--- src/logic/cpuIsaPkg.sv ---
package cpuIsaPkg;

  ////////////////////////////////////////
  // Field widths
  ////////////////////////////////////////
  localparam int DataW    = 8;
  localparam int RegAddrW = 4;
  localparam int PcW      = 8;
  localparam int OpcodeW  = 5;
  localparam int NumRegs  = 1 << RegAddrW;

  // I/O port map
  localparam int NumPorts = 4;
  localparam logic [DataW-1:0] InPortBase = 8'hF1; // Port 0, ports 1-3 follow

  typedef logic [DataW-1:0]    data_t;
  typedef logic [RegAddrW-1:0] regAddr_t;
  typedef logic [PcW-1:0]      pc_t;

  // Codes 18-31 are unused and decode as NOP
  typedef enum logic [OpcodeW-1:0] {
    OpNop  = 5'd0,
    OpAdd  = 5'd1,
    OpSub  = 5'd2,
    OpAnd  = 5'd3,
    OpOr   = 5'd4,
    OpXor  = 5'd5,
    OpShl  = 5'd6,
    OpShr  = 5'd7,
    OpAddi = 5'd8,
    OpSubi = 5'd9,
    OpLdi  = 5'd10,
    OpIn   = 5'd11,
    OpOut  = 5'd12,
    OpJmp  = 5'd13,
    OpJz   = 5'd14,
    OpJnz  = 5'd15,
    OpJc   = 5'd16,
    OpJnc  = 5'd17
  } opcode_t;

  // 25-bit instruction word, opcode in the top bits
  typedef struct packed {
    opcode_t  opcode;
    regAddr_t dest;
    regAddr_t src1;
    regAddr_t src2;
    data_t    imm;
  } instr_t;

endpackage

--- src/logic/cpuCtrlPkg.sv ---
package cpuCtrlPkg;

  // One instruction takes five phases
  typedef enum logic [2:0] {
    PhT0, // Fetch
    PhT1, // Register read
    PhT2, // Execute
    PhT3, // Port access
    PhT4  // Write back, PC update
  } phase_t;

  typedef struct packed {
    logic z;
    logic c;
  } flags_t;

  typedef enum logic [2:0] {
    AluAdd,
    AluSub,
    AluAnd,
    AluOr,
    AluXor,
    AluShl,
    AluShr
  } aluOp_t;

  typedef enum logic [1:0] {
    WbAlu,
    WbImm,
    WbInport
  } wbSel_t;

  ////////////////////////////////////////
  // Control word, strobes then selects
  ////////////////////////////////////////
  typedef struct packed {
    logic   regRead;
    logic   aluSave;
    logic   zSave;
    logic   cSave;
    logic   inRead;
    logic   outWrite;
    logic   regWrite;
    logic   pcStep;  // PC update slot, every T4
    logic   pcLoad;  // Take the jump target at T4
    logic   irLoad;
    aluOp_t aluOp;
    logic   useImm;
    wbSel_t wbSel;
  } ctrl_t;

endpackage

--- src/logic/instrDecode.sv ---
`timescale 1ns/1ps

module instrDecode (
  input  logic               clk,
  input  logic               Reset,
  input  cpuIsaPkg::instr_t  instr,
  input  cpuCtrlPkg::flags_t flags,
  output cpuCtrlPkg::ctrl_t  ctrl
);
  import cpuIsaPkg::*;
  import cpuCtrlPkg::*;

  phase_t phase;
  logic   isAlu, setsCarry, readsSrc, writesDest, isIn, isOut, jumpTaken;
  aluOp_t aluOpSel;
  logic   useImmSel;
  wbSel_t wbSelSel;

  // Phase counter wraps after T4
  always_ff @(posedge clk or posedge Reset) begin
    if (Reset) begin
      phase <= PhT0;
    end else if (phase == PhT4) begin
      phase <= PhT0;
    end else begin
      phase <= phase_t'(phase + 3'd1);
    end
  end

  ////////////////////////////////////////
  // Opcode classes
  ////////////////////////////////////////
  always_comb begin
    isAlu      = 1'b0;
    setsCarry  = 1'b0;
    isIn       = 1'b0;
    isOut      = 1'b0;
    jumpTaken  = 1'b0;
    aluOpSel   = AluAdd;
    useImmSel  = 1'b0;
    wbSelSel   = WbAlu;
    unique case (instr.opcode)
      OpAdd: begin
        isAlu     = 1'b1;
        setsCarry = 1'b1;
      end
      OpSub: begin
        isAlu     = 1'b1;
        setsCarry = 1'b1;
        aluOpSel  = AluSub;
      end
      OpAnd: begin
        isAlu    = 1'b1;
        aluOpSel = AluAnd;
      end
      OpOr: begin
        isAlu    = 1'b1;
        aluOpSel = AluOr;
      end
      OpXor: begin
        isAlu    = 1'b1;
        aluOpSel = AluXor;
      end
      OpShl: begin
        isAlu     = 1'b1;
        setsCarry = 1'b1;
        aluOpSel  = AluShl;
      end
      OpShr: begin
        isAlu     = 1'b1;
        setsCarry = 1'b1;
        aluOpSel  = AluShr;
      end
      OpAddi: begin
        isAlu     = 1'b1;
        setsCarry = 1'b1;
        useImmSel = 1'b1;
      end
      OpSubi: begin
        isAlu     = 1'b1;
        setsCarry = 1'b1;
        useImmSel = 1'b1;
        aluOpSel  = AluSub;
      end
      OpLdi:  wbSelSel = WbImm;
      OpIn: begin
        isIn     = 1'b1;
        wbSelSel = WbInport;
      end
      OpOut:  isOut = 1'b1;
      OpJmp:  jumpTaken = 1'b1;
      OpJz:   jumpTaken = flags.z;
      OpJnz:  jumpTaken = ~flags.z;
      OpJc:   jumpTaken = flags.c;
      OpJnc:  jumpTaken = ~flags.c;
      default: ; // NOP and unused codes
    endcase
  end

  assign readsSrc   = isAlu | isOut;
  assign writesDest = isAlu | isIn | (instr.opcode == OpLdi);

  // Strobes live for exactly one phase
  always_comb begin
    ctrl          = '0;
    ctrl.aluOp    = aluOpSel;
    ctrl.useImm   = useImmSel;
    ctrl.wbSel    = wbSelSel;
    ctrl.irLoad   = (phase == PhT0) & ~Reset; // Held core fetches nothing
    ctrl.regRead  = (phase == PhT1) & readsSrc;
    ctrl.aluSave  = (phase == PhT2) & isAlu;
    ctrl.zSave    = (phase == PhT2) & isAlu;
    ctrl.cSave    = (phase == PhT2) & setsCarry;
    ctrl.inRead   = (phase == PhT3) & isIn;
    ctrl.outWrite = (phase == PhT3) & isOut;
    ctrl.regWrite = (phase == PhT4) & writesDest;
    ctrl.pcStep   = (phase == PhT4);
    ctrl.pcLoad   = (phase == PhT4) & jumpTaken;
  end

  phaseLegal: assert property (
    @(posedge clk) disable iff (Reset)
    phase inside {PhT0, PhT1, PhT2, PhT3, PhT4}
  ) else $error("Phase left T0-T4");

  noReadWriteOverlap: assert property (
    @(posedge clk) disable iff (Reset) !(ctrl.regWrite && ctrl.regRead)
  ) else $error("regWrite and regRead in the same cycle");

endmodule

--- config.mk ---
export PLATFORM = sky130hd
export DESIGN_NAME = instrDecode
export DESIGN_NICKNAME = d
export VERILOG_FILES = /design/src/logic/cpuIsaPkg.sv /design/src/logic/cpuCtrlPkg.sv /design/src/logic/instrDecode.sv
export SDC_FILE = /design/constraint.sdc
export NUM_CORES = 1
export LEC_CHECK = 0
export ABC_AREA = 1
export BUFFER_PORTS_ARGS = -buffer_cell sky130_fd_sc_hd__buf_4
export CAP_MARGIN = 20
export CORE_MARGIN = 5
export CORE_UTILIZATION = 34
export CTS_CLUSTER_SIZE = 20
export DETAILED_ROUTE_END_ITERATION = 16
export PLACE_DENSITY = 0.77
export SKIP_CTS_REPAIR_TIMING = 1
export SLEW_MARGIN = 40
export SYNTH_ARGS = -nofsm -noshare
export SYNTH_HDL_FRONTEND = slang
export SYNTH_SLANG_ARGS = --single-unit
--- constraint.sdc ---
create_clock -name clk -period 1.1 [get_ports clk]
set_input_delay 0.055 -clock clk [delete_from_list [all_inputs] [get_ports clk]]
set_output_delay 0.055 -clock clk [all_outputs]
set_load 0.005 [all_outputs]
==> impl_metrics.ini, run 1 <==
[outcome]
result_of_the_run = finished with violations
violations_in_the_final_reports = setup timing

[flow_run]
drv.max_cap_violation_count = 0

[cts]
cts_max_path_buffers = 2
cts_tree = done
clock_edge_transition_at_the_registers_on_the_reported_setup_and_hold_paths_ps = 40
clock_sink_count = 3
htree_num_levels = 1
cts-buffers-inserted = 3
clk-insertion-delay-late_ps = 230
root_buffer = clkbuf_4

[routing]
postRouteAntennaNets = 0
detail_route.drc_violations = 0
routedWlPerCell_um = 10.1
drt_iter0_markers = 4
detail_route.wirelength_um = 1220
drtPass1Iterations = 4
drt-vias-per-instance = 4.54
route.vias.total = 549

[layout]
area_growth_syn_to_layout_pct = 70.4
final_net_count = 141
largestRegisters = phase: 3 flops
multiInputGateArea_um2 = 352
ff_latch_area_um2 = 75.1
filler_cell_count = 124
drive_above_1_share_pct = 54.7
largest_register = phase
final_cell_area_um2 = 772
largest_register_ffs = 3
antenna-diode-count = 0

[logic_synthesis]
syn_nets = 107
yosys_warnings = 0
avgSynthCellArea_um2 = 6.20
synthDistinctLibCells = 20
post_synthesis_cell_area_um2 = 453
synth_cells = 73
yosys_register_bits = 3
synth_sequential_area_ratio_pct = 16.6

[placement]
place_worst_setup_slack_ps = -67.1
dpl-instance-area_um2 = 667
gp_routability_congestion = 0.775
estimated_wirelength_of_the_detail_placed_design_um = 970
port-buffer-count = 24

[sta]
report.final.slew_viol_count = 0
worstMarginPinSlew_ps = 265
clock_skew_ps = 6.36
finalSetupViolCount = 12
holdWs_ps = 269
rsz_0062_raised_after_global_routing = yes
final_min_period_over_clock_period_pct = 121
final.setup.tns_ps = -1830
layout_min_cycle_time_ps = 1330
max_freq_ghz = 0.750
worst_slew_margin_relative_to_its_limit_pct = 82.3
finalWorstSetupSlack_ps = -234
report.final.hold_viol_count = 0

[floorplanning]
die_w_um = 46.5
row_count = 13
die_height_um = 46.5
core_area_um2 = 1280
io_pins = 45
start_util_pct = 35.2
fp.dieArea_um2 = 2160

[hold_path]
hp-class = input port to async pin

[global_routing]
gr-total-overflow = 0
vias_in_the_first_global_route = 501
grt_max_degree = 8
grt_antenna_before_repair = 0
global_router_s_overall_resource_usage_pct = 11.5
grt_pass1_wl_um = 1830

[pwr]
totalPowerFinal_uw = 428
cellPowerDensity_nw_per_um2 = 555
p_leak_uw = 0.000433
worst_vdd_rail_ir_drop_v = 0.000383

[worst_setup_path]
critPathArrivalTime_ps = 1280
worstSetupPathType = flop to output port
worst-path-max-fanout = 4
startpoint_type = flop
critical_path.endpoint_type = output port
required_ps = 1040
==> per-layer routing <==
metal	part of all wire (%)	track usage, %	wire [µm]	vias to the layer above
met1	41	12.2	505	241
li1	-	-	-	289
met3	7.4	1.56	90	0
met5	0	0	0	-
met2	51	21.4	620	19
met4	0	6.25	0	0
==> synthesized netlist by cell type <==
library cell	n	area (µm²)
nand3_1	3	15.0
nand3_2	2	20.0
nand4_1	1	6.26
inv_2	3	11.3
nand2_2	5	31.3
nand2_1	12	45.0
o21ai_1	2	10.0
ha_1	5	62.6
a21oi_1	2	10.0
clkinv_2	1	5.00
inv_1	12	45.0
o21bai_1	1	7.51
nor3_1	1	5.00
a21oi_2	1	8.76
a31oi_2	1	12.5
buf_4	2	15.0
o221ai_1	1	8.76
dfrtp_1	3	75.1
nor2_1	14	52.6
nor2_2	1	6.26
==> critical path, cell delays in order (launching register included) <==
cell     delay [ps]
dfrtp_1         390
ha_2            210
ha_4            120
inv_2            30
nor3_2          150
buf_4           140
==> stage by stage <==
step / cells / util, %
finish: 121 / 60.1
global route: 121 / 60.1
CTS: 118 / 53.9
detailed placement: 114 / 51.9
global placement: 114 / 51.9
floorplan: 73 / -
==> layout by cell type (no fill, tap or decap), types with 2 or more instances in the layout <==
cell | synthesis | final
clkbuf_4 | 0 | 3
nand3_2 | 2 | 2
ha_4 | 0 | 3
inv_1 | 12 | 8
a21oi_1 | 2 | 2
dfrtp_1 | 3 | 3
nand3_1 | 3 | 3
o21ai_1 | 2 | 2
nor2_1 | 14 | 14
buf_4 | 2 | 29
nand2_1 | 12 | 10
inv_2 | 3 | 7
nand2_2 | 5 | 7
==> logic make-up after synthesis <==
| group | synth area share, % |
|---|---|
| simple gates | 40.1 |
| buf+inv | 16.8 |
| flops | 16.6 |
| fa+ha+maj | 13.8 |
| compound gates | 12.7 |
==> power by group <==
group | switching (µW) | internal, µW
combinational | 67.6 | 58.0
clock | 55.9 | 136
sequential | 0 | 111
total | 123 | 305
==> final cells by class <==
| class | count | area share [%] |
|---|---|---|
| multi-input combinational | 52 | 45.5 |
| tap | 15 | 2.43 |
| timing repair buffer | 31 | 31.0 |
| clock buffer | 4 | 3.40 |
| sequential | 3 | 9.72 |
| inverter | 16 | 7.94 |
==> final timing paths <==
path                                    startpoint                 end  slack (ps)  cells past startpoint
worst max-delay path            phase[0]$_DFF_PP0_            ctrl[11]        -230                      5
worst min-delay path                         Reset  phase[0]$_DFF_PP0_         270                      3
worst max register to register  phase[0]$_DFF_PP0_  phase[0]$_DFF_PP0_         -50                      7
worst min register to register  phase[0]$_DFF_PP0_  phase[0]$_DFF_PP0_         590                      2
max in group asynchronous                    Reset  phase[1]$_DFF_PP0_         700                      3
min in group clk                         instr[20]             ctrl[3]         500                      3
Power figures use the tool's default switching activity.
==> run 2, diff against run 1 <==
Settings changed: REMOVE_ABC_BUFFERS set to 1.
==> impl_metrics.ini, run 2 (same netlist as run 1, synthesis figures left out) <==
[sta]
clock_skew_ps = 0.613
rsz_0062_raised_after_global_routing = yes
finalSetupViolCount = 10
final_min_period_over_clock_period_pct = 122
report.final.slew_viol_count = 0
worstMarginPinSlew_ps = 237
worst_slew_margin_relative_to_its_limit_pct = 84.2
report.final.hold_viol_count = 0
finalWorstSetupSlack_ps = -247
layout_min_cycle_time_ps = 1350
holdWs_ps = 258
max_freq_ghz = 0.742

[cts]
clk-insertion-delay-late_ps = 230
htree_num_levels = 1
cts_tree = done
root_buffer = clkbuf_4
cts_max_path_buffers = 2
clock_sink_count = 3
cts-buffers-inserted = 3
clock_edge_transition_at_the_registers_on_the_reported_setup_and_hold_paths_ps = 30

[pwr]
power.share.clock_pct = 43.9
p_switching_uw = 122
seq_power_share_pct = 26.0
power.switching_fraction_pct = 28.6
p_leak_uw = 0.000425
worst_vdd_rail_ir_drop_v = 0.000473
power.internal_uw = 305
cellPowerDensity_nw_per_um2 = 540
power.share.combinational_pct = 30.1
totalPowerFinal_uw = 427

[worst_setup_path]
cpMaxStageDelayCell = dfrtp_2
max_stage_delay_ps = 430
critPathArrivalTime_ps = 1290
rr_endpoint = phase[2]$_DFF_PP0_
startpoint_type = flop
cpMostUsedCell = inv_2
worst-r2r-setup-slack_ps = 70
reg2reg_depth = 6
required_ps = 1040
start_point_of_the_critical_path = phase[0]$_DFF_PP0_
critical_path.endpoint_type = output port
worstSetupPathType = flop to output port
reg2reg_from = phase[0]$_DFF_PP0_
critical_path.cell_chain = inv_2, ha_4, nand2_4, inv_2, nand2_1, nor2_1, buf_4
worst-path-max-fanout = 4

[outcome]
violations_in_the_final_reports = setup timing
result_of_the_run = finished with violations

[layout]
multiInputGateArea_um2 = 372
area_growth_syn_to_layout_pct = 74.3
largest_register = phase
largest_register_ffs = 3
filler_cell_count = 122
largestRegisters = phase: 3 flops
final_net_count = 140
layout.cells.most_common_list = buf_4 (28), nor2_1 (13), nand2_1 (11)
ff_latch_area_um2 = 77.6
drive_above_1_share_pct = 56.2
commonest_non_fill_non_tap_cell_in_the_layout = buf_4
antenna-diode-count = 0

[global_routing]
gr-total-overflow = 0
global_router_s_overall_resource_usage_pct = 12.6
grt_pass1_wl_um = 1930
grt_antenna_before_repair = 0
vias_in_the_first_global_route = 557
grt_max_degree = 8

[floorplanning]
die_height_um = 46.5
io_pins = 45
row_count = 13
fp.dieArea_um2 = 2160
die_w_um = 46.5
core_area_um2 = 1280
start_util_pct = 35.2

[routing]
routedWlPerCell_um = 11.8
drt-vias-per-instance = 4.83
drt_iter0_markers = 8
drtPass1Iterations = 5
detail_route.wirelength_um = 1410
postRouteAntennaNets = 0
route.vias.total = 580
detail_route.drc_violations = 0

[flow_run]
drv.max_cap_violation_count = 0

[placement]
estimated_wirelength_of_the_detail_placed_design_um = 1120
port-buffer-count = 24
gp_routability_congestion = 0.729

[hold_path]
hp-class = input port to async pin
==> run 2: metal layers <==
| layer | part of all wire (%) | wire length, µm | global-route usage, % |
|---|---|---|---|
| met5 | 0 | 0 | 0 |
| met4 | 2.5 | 36 | 11.9 |
| met3 | 5.0 | 71 | 1.17 |
| met2 | 56 | 797 | 22.3 |
| met1 | 36 | 507 | 12.4 |
==> run 2: metrics by stage <==
step	area, µm²	util (%)	cells	setup slack (ps)	TNS (ps)
global placement	667	51.9	114	-45.6	-124
floorplan	438	-	71	88.9	0
global route	790	61.4	120	-327	-2590
CTS	693	53.9	118	-329	-2490
detailed placement	667	51.9	114	-75.0	-282
finish	790	61.4	120	-247	-1870
==> run 2: layout make-up <==
type | count | share of cell area [%]
Clock buffer | 4 | 3.33
Inverter | 16 | 8.08
Timing Repair Buffer | 30 | 29.3
Tap cell | 15 | 2.38
Multi-Input combinational cell | 52 | 47.1
Sequential cell | 3 | 9.83
==> run 2: how the worst max path moves through the flow <==
stage               to  slack, ps  cells past startpoint
2_1_floorplan  ctrl[7]         90                      6
3_3_place_gp   ctrl[8]        -50                      6
3_5_place_dp   ctrl[8]        -80                      6
4_1_cts        ctrl[8]       -330                      6
5_1_grt        ctrl[7]       -330                      7
6_report       ctrl[7]       -250                      7
==> run 2: power by group through the flow <==
stage	Clock, µW	Sequential [µW]	Combinational [µW]
after CTS	197	111	123
after global routing	217	111	141
after detailed placement	0	112	123
after floorplan	0	112	61.4
final	187	111	128
after global placement	0	112	120
==> run 2: worst max-delay path: cells and delay by family, from the launching register on <==
family	cells	cell delay, ps
fa+ha+maj	1	140
buf+inv	3	260
flops	1	430
simple gates	3	220
==> run 3, diff against run 2 <==
Settings changed: BUFFER_PORTS_ARGS -buffer_cell sky130_fd_sc_hd__buf_4 to not set, CORE_AREA set to 5 5 42 44, CORE_MARGIN 5 to not set, CORE_UTILIZATION 34 to not set, DIE_AREA set to 0 0 47 49, DONT_BUFFER_PORTS set to 1, PLACE_DENSITY 0.77 to not set.
==> impl_metrics.ini, run 3 (same netlist as run 1, synthesis figures left out) <==
[placement]
place.detailed.instances = 89
place_worst_setup_slack_ps = -26.6
port-buffer-count = 0
estimated_wirelength_of_the_detail_placed_design_um = 905
gp_routability_congestion = 0.753

[hold_path]
hp-class = input port to async pin

[pwr]
p_switching_uw = 104
power.switching_fraction_pct = 27.4
seq_power_share_pct = 29.2
power.internal_uw = 276
power.share.clock_pct = 49.0
worst_vdd_rail_ir_drop_v = 0.000612
p_leak_uw = 0.000307
power.share.combinational_pct = 21.8
cellPowerDensity_nw_per_um2 = 649

[floorplanning]
start_util_pct = 32.3
core_area_um2 = 1400
fp.dieArea_um2 = 2300
row_count = 14
io_pins = 45
die_height_um = 49
die_w_um = 47

[layout]
largestRegisters = phase: 3 flops
largest_register_ffs = 3
area_growth_syn_to_layout_pct = 29.3
layout.cells.most_common_list = nor2_1 (11), nand2_1 (9), inv_2 (7), inv_1 (7), nand2_2 (7)
drive_above_1_share_pct = 42.5
layout.cells.non_filler = 96
antenna-diode-count = 0
largest_register = phase
filler_cell_count = 156
final_net_count = 115
commonest_non_fill_non_tap_cell_in_the_layout = nor2_1
finish.utilization_pct = 41.8

[global_routing]
gr-total-overflow = 0
grt_antenna_before_repair = 0
grt_max_degree = 8
grt_pass1_wl_um = 1590
vias_in_the_first_global_route = 398
global_router_s_overall_resource_usage_pct = 9.44

[worst_setup_path]
critPathArrivalTime_ps = 1190
critical_path.cell_chain = inv_2, ha_4, nand2_4, buf_6, a31oi_4
max_stage_delay_ps = 410
worstSetupPathType = flop to output port
worst-path-max-fanout = 4
critical_path.endpoint_type = output port
worst-r2r-setup-slack_ps = 40
cpMaxStageDelayCell = dfrtp_1
startpoint_type = flop
required_ps = 1040

[cts]
cts-buffers-inserted = 3
clock_sink_count = 3
cts_tree = done
clock_edge_transition_at_the_registers_on_the_reported_setup_and_hold_paths_ps = 40
cts_max_path_buffers = 2
root_buffer = clkbuf_4
clk-insertion-delay-late_ps = 230
htree_num_levels = 1

[routing]
drt_iter0_markers = 7
drt-vias-per-instance = 4.71
routedWlPerCell_um = 10.9
postRouteAntennaNets = 0
drtPass1Iterations = 4
route.vias.total = 452
detail_route.wirelength_um = 1050
detail_route.drc_violations = 0

[sta]
layout_min_cycle_time_ps = 1240
clock_skew_ps = 1.84
worst_slew_margin_relative_to_its_limit_pct = 82.1
report.final.hold_viol_count = 0
max_freq_ghz = 0.804
worstMarginPinSlew_ps = 268
final_min_period_over_clock_period_pct = 113
report.final.slew_viol_count = 0
finalSetupViolCount = 9
rsz_0062_raised_after_global_routing = yes
finalWorstSetupSlack_ps = -144
final.setup.tns_ps = -830

[outcome]
result_of_the_run = finished with violations
violations_in_the_final_reports = setup timing

[flow_run]
drv.max_cap_violation_count = 0
[run 3: changes by cell type in the layout (fill, tap and decap cells not counted), sizes merged]
cell,previous run,this run
buf,29,4
[run 3: through the flow]
step                      hold WS, ps  total power [µW]  cell area, µm²
after CTS                        -432               382             499
after global placement           -182               183             473
final                             127               380             586
after detailed placement         -183               184             473
after floorplan                  -191               174             438
after global routing              128               419             586
[run 3: final timing paths]
| check | startpoint | end | depth (start not counted) |
|---|---|---|---|
| setup / recovery | phase[0]$_DFF_PP0_ | ctrl[9] | 5 |
| hold / removal | Reset | phase[0]$_DFF_PP0_ | 2 |
| setup reg to reg | phase[0]$_DFF_PP0_ | phase[2]$_DFF_PP0_ | 3 |
| hold reg to reg | phase[0]$_DFF_PP0_ | phase[0]$_DFF_PP0_ | 2 |
| max in group asynchronous | Reset | phase[1]$_DFF_PP0_ | 2 |
| min in group clk | Reset | ctrl[6] | 1 |
[run 3: worst max-delay path: cells and delay by family, from the launching register on]
| family | cells | cell delay, ps |
|---|---|---|
| compound gates | 1 | 130 |
| fa+ha+maj | 1 | 140 |
| buf+inv | 2 | 220 |
| flops | 1 | 410 |
| simple gates | 1 | 60 |
[run 3: cell type report]
type,instances,area (µm²),share of cell area [%]
Clock buffer,4,26.3,4.49
Tap cell,16,20.0,3.42
Timing Repair Buffer,5,47.5,8.12
Multi-Input combinational cell,52,353,60.3
Sequential cell,3,75.1,12.8
Inverter,16,63.8,10.9
[run 3: routing by layer]
| layer | part of all wire [%] | track usage [%] |
|---|---|---|
| met2 | 50 | 15.6 |
| met3 | 11 | 2.95 |
| met4 | 0 | 5.53 |
| met1 | 38 | 9.91 |
| met5 | 0 | 0 |
[run 3: power groups by stage]
stage	Clock, µW	Sequential (µW)	Combinational (µW)
floorplan	0	112	61.4
global placement	0	112	70.8
detailed placement	0	112	72.1
CTS	199	111	72.3
global route	215	111	92.3
finish	186	111	82.9
